--- src/logic/fetch_macros.svh ---
`ifndef FETCH_MACROS_SVH
`define FETCH_MACROS_SVH

// Fetch buffer
`define FB_DEPTH 8

// Direct-mapped I-cache geometry with 8-byte lines
`define CACHE_LINES 32
`define IDX_W 5
`define TAG_W 8

`define MEM_TAG_W 4

`define RESET_PC 64'h0

`endif

--- src/logic/fetch_pkg.sv ---
`default_nettype none

`include "fetch_macros.svh"

package fetch_pkg;

  typedef logic [63:0] addr_t;
  typedef logic [31:0] inst_t;
  typedef logic [63:0] line_t;                 // Two instructions per line

  typedef logic [`IDX_W-1:0]     cache_idx_t;  // addr[7:3]
  typedef logic [`TAG_W-1:0]     cache_tag_t;  // addr[15:8]
  typedef logic [`MEM_TAG_W-1:0] mem_tag_t;    // Zero means no tag

  typedef logic [$clog2(`FB_DEPTH)-1:0]   fb_ptr_t;
  typedef logic [$clog2(`FB_DEPTH+1)-1:0] fb_cnt_t;

  typedef enum logic [1:0] {
    BUS_NONE = 2'h0,
    BUS_LOAD = 2'h1
  } bus_cmd_e;

  typedef enum logic [1:0] {
    IDLE,
    REQUEST,
    WAIT_DATA
  } miss_state_e;

  typedef struct packed {
    bus_cmd_e command;
    addr_t    addr;
  } mem_req_t;

  typedef struct packed {
    mem_tag_t response;  // Nonzero when the request is accepted
    line_t    data;
    mem_tag_t tag;       // Tag of the data beat
  } mem_rsp_t;

  typedef struct packed {
    addr_t pc;
    inst_t inst;
  } fetch_entry_t;

  typedef struct packed {
    logic  valid;
    addr_t pc;
  } redirect_t;

endpackage

`default_nettype wire

--- src/logic/icache_mem.sv ---
`default_nettype none

`include "fetch_macros.svh"

module icache_mem (
  input  logic                  clock,
  input  logic                  rst,
  input  fetch_pkg::cache_idx_t rd_idx,
  input  fetch_pkg::cache_tag_t rd_tag,
  input  logic                  wr_en,
  input  fetch_pkg::cache_idx_t wr_idx,
  input  fetch_pkg::cache_tag_t wr_tag,
  input  fetch_pkg::line_t      wr_line,
  output fetch_pkg::line_t      rd_line,
  output logic                  rd_hit
);
  import fetch_pkg::*;

  line_t                  lines [`CACHE_LINES];
  cache_tag_t             tags  [`CACHE_LINES];
  logic [`CACHE_LINES-1:0] valid;

  always_ff @(posedge clock) begin
    if (rst) begin
      valid <= '0;
    end else if (wr_en) begin
      valid[wr_idx] <= 1'b1;
    end
  end

  always_ff @(posedge clock) begin
    if (wr_en) begin
      lines[wr_idx] <= wr_line;
      tags[wr_idx]  <= wr_tag;
    end
  end

  // Combinational lookup
  assign rd_line = lines[rd_idx];
  assign rd_hit  = valid[rd_idx] && (tags[rd_idx] == rd_tag);

endmodule

`default_nettype wire

--- src/logic/icache_ctrl.sv ---
`default_nettype none

module icache_ctrl (
  input  logic                  clock,
  input  logic                  rst,
  input  fetch_pkg::cache_idx_t rd_idx,
  input  fetch_pkg::cache_tag_t rd_tag,
  input  logic                  rd_hit,
  input  fetch_pkg::mem_rsp_t   mem_rsp,
  output fetch_pkg::mem_req_t   mem_req,
  output logic                  wr_en,
  output fetch_pkg::cache_idx_t wr_idx,
  output fetch_pkg::cache_tag_t wr_tag,
  output fetch_pkg::line_t      wr_line
);
  import fetch_pkg::*;

  miss_state_e state;
  miss_state_e next_state;
  cache_idx_t  miss_idx;
  cache_tag_t  miss_tag;
  mem_tag_t    rsp_tag;   // Tag granted by memory
  logic        accepted;
  logic        fill;

  assign accepted = (state == REQUEST) && (mem_rsp.response != '0);
  assign fill     = (state == WAIT_DATA) && (mem_rsp.tag == rsp_tag);

  always_comb begin
    next_state = state;
    case (state)
      IDLE:      if (!rd_hit) next_state = REQUEST;
      REQUEST:   if (accepted) next_state = WAIT_DATA;
      WAIT_DATA: if (fill) next_state = IDLE;
      default:   next_state = IDLE;
    endcase
  end

  always_ff @(posedge clock) begin
    if (rst) begin
      state   <= IDLE;
      rsp_tag <= '0;
    end else begin
      state <= next_state;
      if (accepted) rsp_tag <= mem_rsp.response;
    end
  end

  // Missing line held until the fill
  always_ff @(posedge clock) begin
    if (state == IDLE && !rd_hit) begin
      miss_idx <= rd_idx;
      miss_tag <= rd_tag;
    end
  end

  always_comb begin
    mem_req.command = BUS_NONE;
    mem_req.addr    = '0;
    if (state == REQUEST) begin
      mem_req.command = BUS_LOAD;
      mem_req.addr    = addr_t'({miss_tag, miss_idx, 3'b000});  // Line aligned
    end
  end

  assign wr_en   = fill;
  assign wr_idx  = miss_idx;
  assign wr_tag  = miss_tag;
  assign wr_line = mem_rsp.data;

endmodule

`default_nettype wire

--- src/logic/fetch_stage.sv ---
`default_nettype none

`include "fetch_macros.svh"

module fetch_stage (
  input  logic                    clock,
  input  logic                    rst,
  input  fetch_pkg::redirect_t    redirect,
  input  fetch_pkg::line_t        rd_line,
  input  logic                    rd_hit,
  output fetch_pkg::cache_idx_t   rd_idx,
  output fetch_pkg::cache_tag_t   rd_tag,
  output fetch_pkg::fetch_entry_t push_entry,
  output logic                    push_valid,
  input  logic                    push_ready
);
  import fetch_pkg::*;

  addr_t pc;
  inst_t inst;

  assign rd_idx = pc[7:3];
  assign rd_tag = pc[15:8];

  // Word select within the line
  assign inst = pc[2] ? rd_line[63:32] : rd_line[31:0];

  assign push_valid      = rd_hit;
  assign push_entry.pc   = pc;
  assign push_entry.inst = inst;

  always_ff @(posedge clock) begin
    if (rst) begin
      pc <= addr_t'(`RESET_PC);
    end else if (redirect.valid) begin
      pc <= redirect.pc;
    end else if (push_valid && push_ready) begin
      pc <= pc + addr_t'(4);
    end
  end

endmodule

`default_nettype wire

--- src/logic/fetch_queue_ptrs.sv ---
`default_nettype none

`include "fetch_macros.svh"

module fetch_queue_ptrs (
  input  logic               clock,
  input  logic               rst,
  input  logic               flush,
  input  logic               push,
  input  logic               pop,
  output fetch_pkg::fb_ptr_t head,
  output fetch_pkg::fb_ptr_t tail,
  output logic               full,
  output logic               empty
);
  import fetch_pkg::*;

  fb_cnt_t count;

  function automatic fb_ptr_t ptr_inc(input fb_ptr_t p);
    ptr_inc = (p == fb_ptr_t'(`FB_DEPTH - 1)) ? '0 : p + fb_ptr_t'(1);
  endfunction

  always_ff @(posedge clock) begin
    if (rst || flush) begin
      head  <= '0;
      tail  <= '0;
      count <= '0;
    end else begin
      if (push) tail <= ptr_inc(tail);
      if (pop) head <= ptr_inc(head);
      case ({push, pop})
        2'b10:   count <= count + fb_cnt_t'(1);
        2'b01:   count <= count - fb_cnt_t'(1);
        default: count <= count;  // Both or neither
      endcase
    end
  end

  assign full  = (count == fb_cnt_t'(`FB_DEPTH));
  assign empty = (count == '0);

endmodule

`default_nettype wire

--- src/logic/fetch_buffer.sv ---
`default_nettype none

`include "fetch_macros.svh"

module fetch_buffer (
  input  logic                    clock,
  input  logic                    rst,
  input  fetch_pkg::redirect_t    redirect,
  input  fetch_pkg::fetch_entry_t push_entry,
  input  logic                    push_valid,
  output logic                    push_ready,
  output fetch_pkg::fetch_entry_t out_entry,
  output logic                    out_valid,
  input  logic                    out_ready
);
  import fetch_pkg::*;

  fetch_entry_t entries [`FB_DEPTH];
  fb_ptr_t      head;
  fb_ptr_t      tail;
  logic         full;
  logic         empty;
  logic         push;
  logic         pop;

  // Push dropped in the flush cycle
  assign push = push_valid && !full && !redirect.valid;
  assign pop  = out_valid && out_ready;

  fetch_queue_ptrs ptrs (
    .clock (clock),
    .rst   (rst),
    .flush (redirect.valid),
    .push  (push),
    .pop   (pop),
    .head  (head),
    .tail  (tail),
    .full  (full),
    .empty (empty)
  );

  always_ff @(posedge clock) begin
    if (push) begin
      entries[tail] <= push_entry;
    end
  end

  assign push_ready = !full;
  assign out_valid  = !empty;
  assign out_entry  = entries[head];

endmodule

`default_nettype wire

--- src/logic/fetch_top.sv ---
`default_nettype none

module fetch_top (
  input  logic                    clock,
  input  logic                    rst,
  input  fetch_pkg::mem_rsp_t     mem_rsp,
  output fetch_pkg::mem_req_t     mem_req,
  input  fetch_pkg::redirect_t    redirect,
  output fetch_pkg::fetch_entry_t out_entry,
  output logic                    out_valid,
  input  logic                    out_ready
);
  import fetch_pkg::*;

  cache_idx_t   rd_idx;
  cache_tag_t   rd_tag;
  line_t        rd_line;
  logic         rd_hit;
  logic         wr_en;
  cache_idx_t   wr_idx;
  cache_tag_t   wr_tag;
  line_t        wr_line;
  fetch_entry_t push_entry;
  logic         push_valid;
  logic         push_ready;

  icache_mem cache_mem (
    .clock   (clock),
    .rst     (rst),
    .rd_idx  (rd_idx),
    .rd_tag  (rd_tag),
    .wr_en   (wr_en),
    .wr_idx  (wr_idx),
    .wr_tag  (wr_tag),
    .wr_line (wr_line),
    .rd_line (rd_line),
    .rd_hit  (rd_hit)
  );

  // Miss handling owns the memory port
  icache_ctrl cache_ctrl (
    .clock   (clock),
    .rst     (rst),
    .rd_idx  (rd_idx),
    .rd_tag  (rd_tag),
    .rd_hit  (rd_hit),
    .mem_rsp (mem_rsp),
    .mem_req (mem_req),
    .wr_en   (wr_en),
    .wr_idx  (wr_idx),
    .wr_tag  (wr_tag),
    .wr_line (wr_line)
  );

  fetch_stage fetch (
    .clock      (clock),
    .rst        (rst),
    .redirect   (redirect),
    .rd_line    (rd_line),
    .rd_hit     (rd_hit),
    .rd_idx     (rd_idx),
    .rd_tag     (rd_tag),
    .push_entry (push_entry),
    .push_valid (push_valid),
    .push_ready (push_ready)
  );

  fetch_buffer fbuf (
    .clock      (clock),
    .rst        (rst),
    .redirect   (redirect),
    .push_entry (push_entry),
    .push_valid (push_valid),
    .push_ready (push_ready),
    .out_entry  (out_entry),
    .out_valid  (out_valid),
    .out_ready  (out_ready)
  );

endmodule

`default_nettype wire

--- config.mk ---
export PLATFORM = sky130hd
export DESIGN_NAME = fetch_top
export DESIGN_NICKNAME = d
export VERILOG_FILES = /design/src/logic/fetch_pkg.sv /design/src/logic/icache_mem.sv /design/src/logic/icache_ctrl.sv /design/src/logic/fetch_stage.sv /design/src/logic/fetch_queue_ptrs.sv /design/src/logic/fetch_buffer.sv /design/src/logic/fetch_top.sv
export VERILOG_INCLUDE_DIRS = /design/src /design/src/logic
export SDC_FILE = /design/constraint.sdc
export NUM_CORES = 2
export LEC_CHECK = 0
export BUFFER_PORTS_ARGS = -buffer_cell sky130_fd_sc_hd__buf_2
export CAP_MARGIN = 30
export CORE_ASPECT_RATIO = 0.8
export CORE_UTILIZATION = 60
export CTS_CLUSTER_DIAMETER = 200
export DETAILED_ROUTE_END_ITERATION = 8
export PLACE_DENSITY = 0.77
export REMOVE_ABC_BUFFERS = 1
export SLEW_MARGIN = 20
export SYNTH_ARGS = -nofsm -noshare
export SYNTH_HDL_FRONTEND = slang
export SYNTH_HIERARCHICAL = 1
export SYNTH_SLANG_ARGS = --single-unit
--- constraint.sdc ---
create_clock -name clock -period 31.9 [get_ports clock]
set_input_delay 3.19 -clock clock [delete_from_list [all_inputs] [get_ports clock]]
set_output_delay 3.19 -clock clock [all_outputs]
set_load 0.05 [all_outputs]
==> metrics <==
CP delay by family, top=buffers and inverters; Top Metal Used=met5; status=completed; initial antenna violation count=14; post-synthesis xor/xnor area fraction=less than 1%; CTS clock-pin slew for the worst setup and hold paths=0.07 ns; Max transition margin=19.6%; Leak=between 40 and 50 nW; total wire length=309,000 um; DR pass1 iterations=6; share of layout cells above drive strength 1=between 30 and 40%; drc violations=0; Setup Fix Bufs, Post-CTS=0; synthesized-area fraction occupied by and/or/nand/nor cells=about 2.3%; FFs w/ async S/R, synth=0%; number of cells on the critical path=14; Worst path most repeated cell=buf_4; R2R Path Start=fetch/pc[3]$_SDFFE_PP0N_; Max FO, Critical Path=51; RSZ-0062 raised after global routing=false; worst path bufs/invs=6; CP Data Arrival Time=9.32 ns; Setup crit start kind=flop; Worst path slowest cell=nor4_1; CTS root buf=clkbuf_16; sequential area share after synthesis=about three quarters; Compound-Gate Fraction of Synth Area=0.865%; kind of critical path=reg -> reg; CTS max path bufs=4; Area Growth Syn to Fin=11.2%; CP cell instances=buf_4 -> buf_4 -> buf_12 -> buf_4 -> mux4_1 -> o22ai_1 -> nor4_1 -> xnor2_1 -> and4_1 -> and4_1 -> or4b_2 -> nor3_2 -> buf_4 -> buf_4; DP Wirelength=159,000 um; Post-Synth Adder-Cell Area=0.0806%; clk sinks=3,197; Total GRT Usage=between 20% and 30%; vias in the first global route=roughly 60,000; Die ar.=between 0.2 and 0.25 mm^2; Power, Total=0.00857 W; Ports=303; Post-Syn Area per Cell=around 23 um^2; Yosys warning count=6; number of hold violations in the final report=0; Slew Limit Fails=0; hold buffer count at CTS=0; CP required=32.42 ns; Sequential Area=0.0949 mm^2; largest net degree at the start of global routing=152; Die X=511 um; # port buffers=250; Die H=approximately 410 um; Mapped Cells=5,490; met1 WL=112,000 um; number of fill cells in the layout=~12,000; WL met2=155,000 um; number of synthesized flops with an enable pin=between 3,000 and 4,000; total global routing overflow=0; routed wire length per instance=35.3 um; FMAX=0.114 GHz; routed vias/inst=6.89; Core Rows=148; Critical Path Max Stage Delay=0.87 ns; Via Count=60,310; reg-to-reg endpoint=fbuf/entries[0][61]$_DFFE_PP_; max_cap viols=0; fin crit period=8.79 ns; CTS resizes=0; first-pass GRT wire length=~440,000 um; Final setup viols=0; VDD IR-drop max=0.0000758 V; flop2flop setup slack=about 23 ns; Mapped Area=about 0.12 mm^2; Initial Utilization=60.7%; Final nets=5,984; CTS tree=built; CTS Buf Count=305; Primary FF master, synth=edfxtp_1; Worst Skew=between 0.06 and 0.07 ns; worst r2r path cells=14; Final Wtd Congestion=between 0.8 and 0.9; HP Class=reg -> reg; Yosys reg bits=3,197; Pwr Density=62.0 mW/mm^2; CP Capture Type=flop; Clock H-tree levels=5; fin crit share=27.6%; Final Util=slightly below 70%; multiplexer share of the synthesized area=between 10% and 20%; CP endpoint=fbuf/entries[0][61]$_DFFE_PP_; Hold Slack=0.471 ns; 1st-iter DRT viols=9,007; critical path startpoint=fetch/pc[3]$_SDFFE_PP0N_; later-pin clock latency in the skew report=between 0.9 and 1 ns; Routed Antenna Nets=0; Std-Cell Core Area=0.205 mm^2; met3 WL=29,900 um; worst-margin pin slew=1.21 ns; library cells used by synthesis=78; largest family of logic cells by synthesized area=multiplexers; Total Neg Setup Slack=0 ns; footprint of the multi-input gates=about 0.027 mm^2
## where the power goes
part / total [W] / switching (W) / internal [W]
logic: 0.000388 / 0.000242 / 0.000146
registers: 0.00468 / 0.0000438 / 0.00464
clock network: 0.00350 / 0.00153 / 0.00197
## state kept, by name, summed over array words and instances (netlist names), 3 cells and up
signal              count
cache_mem/lines      2048
fbuf/entries          768
cache_mem/tags        256
fetch/pc               64
cache_mem/valid        32
cache_ctrl/wr_tag       8
cache_ctrl/wr_idx       5
cache_ctrl/rsp_tag      4
fbuf/ptrs/count         4
fbuf/ptrs/head          3
fbuf/ptrs/tail          3
## per-layer routing
| layer | global-route usage [%] | vias up |
|---|---|---|
| met5 | 0 | - |
| met4 | 11.6 | 8 |
| met3 | 4.94 | 714 |
| met2 | 47.9 | 4191 |
| met1 | 40.3 | 31755 |
| li1 | - | 23642 |
## worst reg2reg max path: stages (launching register included)
cell and delay (ns):
dfxtp_4 0.83, buf_4 0.81, buf_4 0.66, buf_12 0.31, buf_4 0.61, mux4_1 0.39, o22ai_1 0.09, nor4_1 0.87
xnor2_1 0.24, and4_1 0.38, and4_1 0.49, or4b_2 0.79, nor3_2 0.17, buf_4 0.81, buf_4 0.83
## Yosys cell counts (7+ instances only)
| library cell | number | area [um^2] |
|---|---|---|
| nand3_1 | 32 | 160 |
| mux4_2 | 877 | 19800 |
| or3b_2 | 7 | 61.3 |
| xor2_1 | 15 | 131 |
| nor2_1 | 181 | 679 |
| a211oi_1 | 29 | 218 |
| a311oi_1 | 13 | 114 |
| and3_1 | 21 | 131 |
| and4_1 | 10 | 87.6 |
| buf_2 | 65 | 325 |
| ha_1 | 8 | 100 |
| dfxtp_1 | 112 | 2240 |
| buf_1 | 35 | 131 |
| mux2_2 | 157 | 1770 |
| or4_1 | 13 | 97.6 |
| nor3_1 | 12 | 60.1 |
| mux4_1 | 19 | 499 |
| clkbuf_1 | 120 | 450 |
| o22ai_1 | 10 | 62.6 |
| nand4_1 | 28 | 175 |
| nor2b_1 | 7 | 43.8 |
| buf_6 | 42 | 473 |
| a21oi_1 | 24 | 120 |
| edfxtp_1 | 3085 | 92600 |
| o31ai_1 | 10 | 75.1 |
| and2_1 | 19 | 119 |
| mux2i_1 | 34 | 340 |
| nor4_1 | 21 | 131 |
| or3_1 | 14 | 87.6 |
| inv_1 | 14 | 52.6 |
| o21ai_0 | 26 | 130 |
| buf_4 | 139 | 1040 |
| nand2_1 | 167 | 627 |
| nand3b_1 | 10 | 75.1 |
| xnor2_1 | 32 | 280 |
## layout by cell type (no fill, tap or decap), types with 24 or more instances in the layout
master / n
edfxtp_1: 3085
mux4_2: 877
clkbuf_16: 313
buf_2: 249
nand2_1: 167
mux2_2: 157
nor2_1: 143
dfxtp_1: 103
buf_4: 93
clkbuf_1: 67
clkinv_1: 63
conb_1: 52
clkinv_2: 39
nor2_4: 38
mux2i_1: 34
xnor2_1: 32
nand3_1: 32
a211oi_1: 29
nand4_1: 28
o21ai_0: 26
buf_16: 25
a21oi_1: 24
## cell type report
cell class	count	share of cell area, %
tap	2700	2.45
multi-input combinational	1921	19.8
clock inverter	129	0.756
sequential	3197	68.7
clock buffer	393	5.98
inverter	17	0.0507
antenna	8	0.0145
timing repair buffer	394	2.27
## logic make-up after synthesis
| family | after synthesis |
|---|---|
| mux | 1087 |
| other cells | 1 |
| xor+xnor | 47 |
| fa+ha+maj | 8 |
| compound gates | 154 |
| flops | 3197 |
| buf+inv | 423 |
| simple gates | 573 |
## worst min-delay path by stage
stage / startpoint / end / depth (start not counted)
finish: cache_mem/valid[14]$_SDFFE_PP0P_ / cache_mem/valid[14]$_SDFFE_PP0P_ / 2
global route: cache_mem/valid[2]$_SDFFE_PP0P_ / cache_mem/valid[2]$_SDFFE_PP0P_ / 2
CTS: cache_mem/valid[2]$_SDFFE_PP0P_ / cache_mem/valid[2]$_SDFFE_PP0P_ / 2
detailed placement: cache_mem/valid[2]$_SDFFE_PP0P_ / cache_mem/valid[2]$_SDFFE_PP0P_ / 2
global placement: cache_mem/valid[16]$_SDFFE_PP0P_ / cache_mem/valid[16]$_SDFFE_PP0P_ / 2
floorplan: cache_mem/valid[10]$_SDFFE_PP0P_ / cache_mem/valid[10]$_SDFFE_PP0P_ / 2
## metrics by stage
stage	instance area, um^2	cells	setup WS, ns
2_1_floorplan	122000	5135	-3.89
3_3_place_gp	128000	8182	23.40
3_5_place_dp	128000	8202	23.22
4_1_cts	137000	8724	23.09
5_1_grt	138000	8755	22.89
6_report	138000	8759	23.11
No activity file was read; power rests on OpenSTA's default activity.
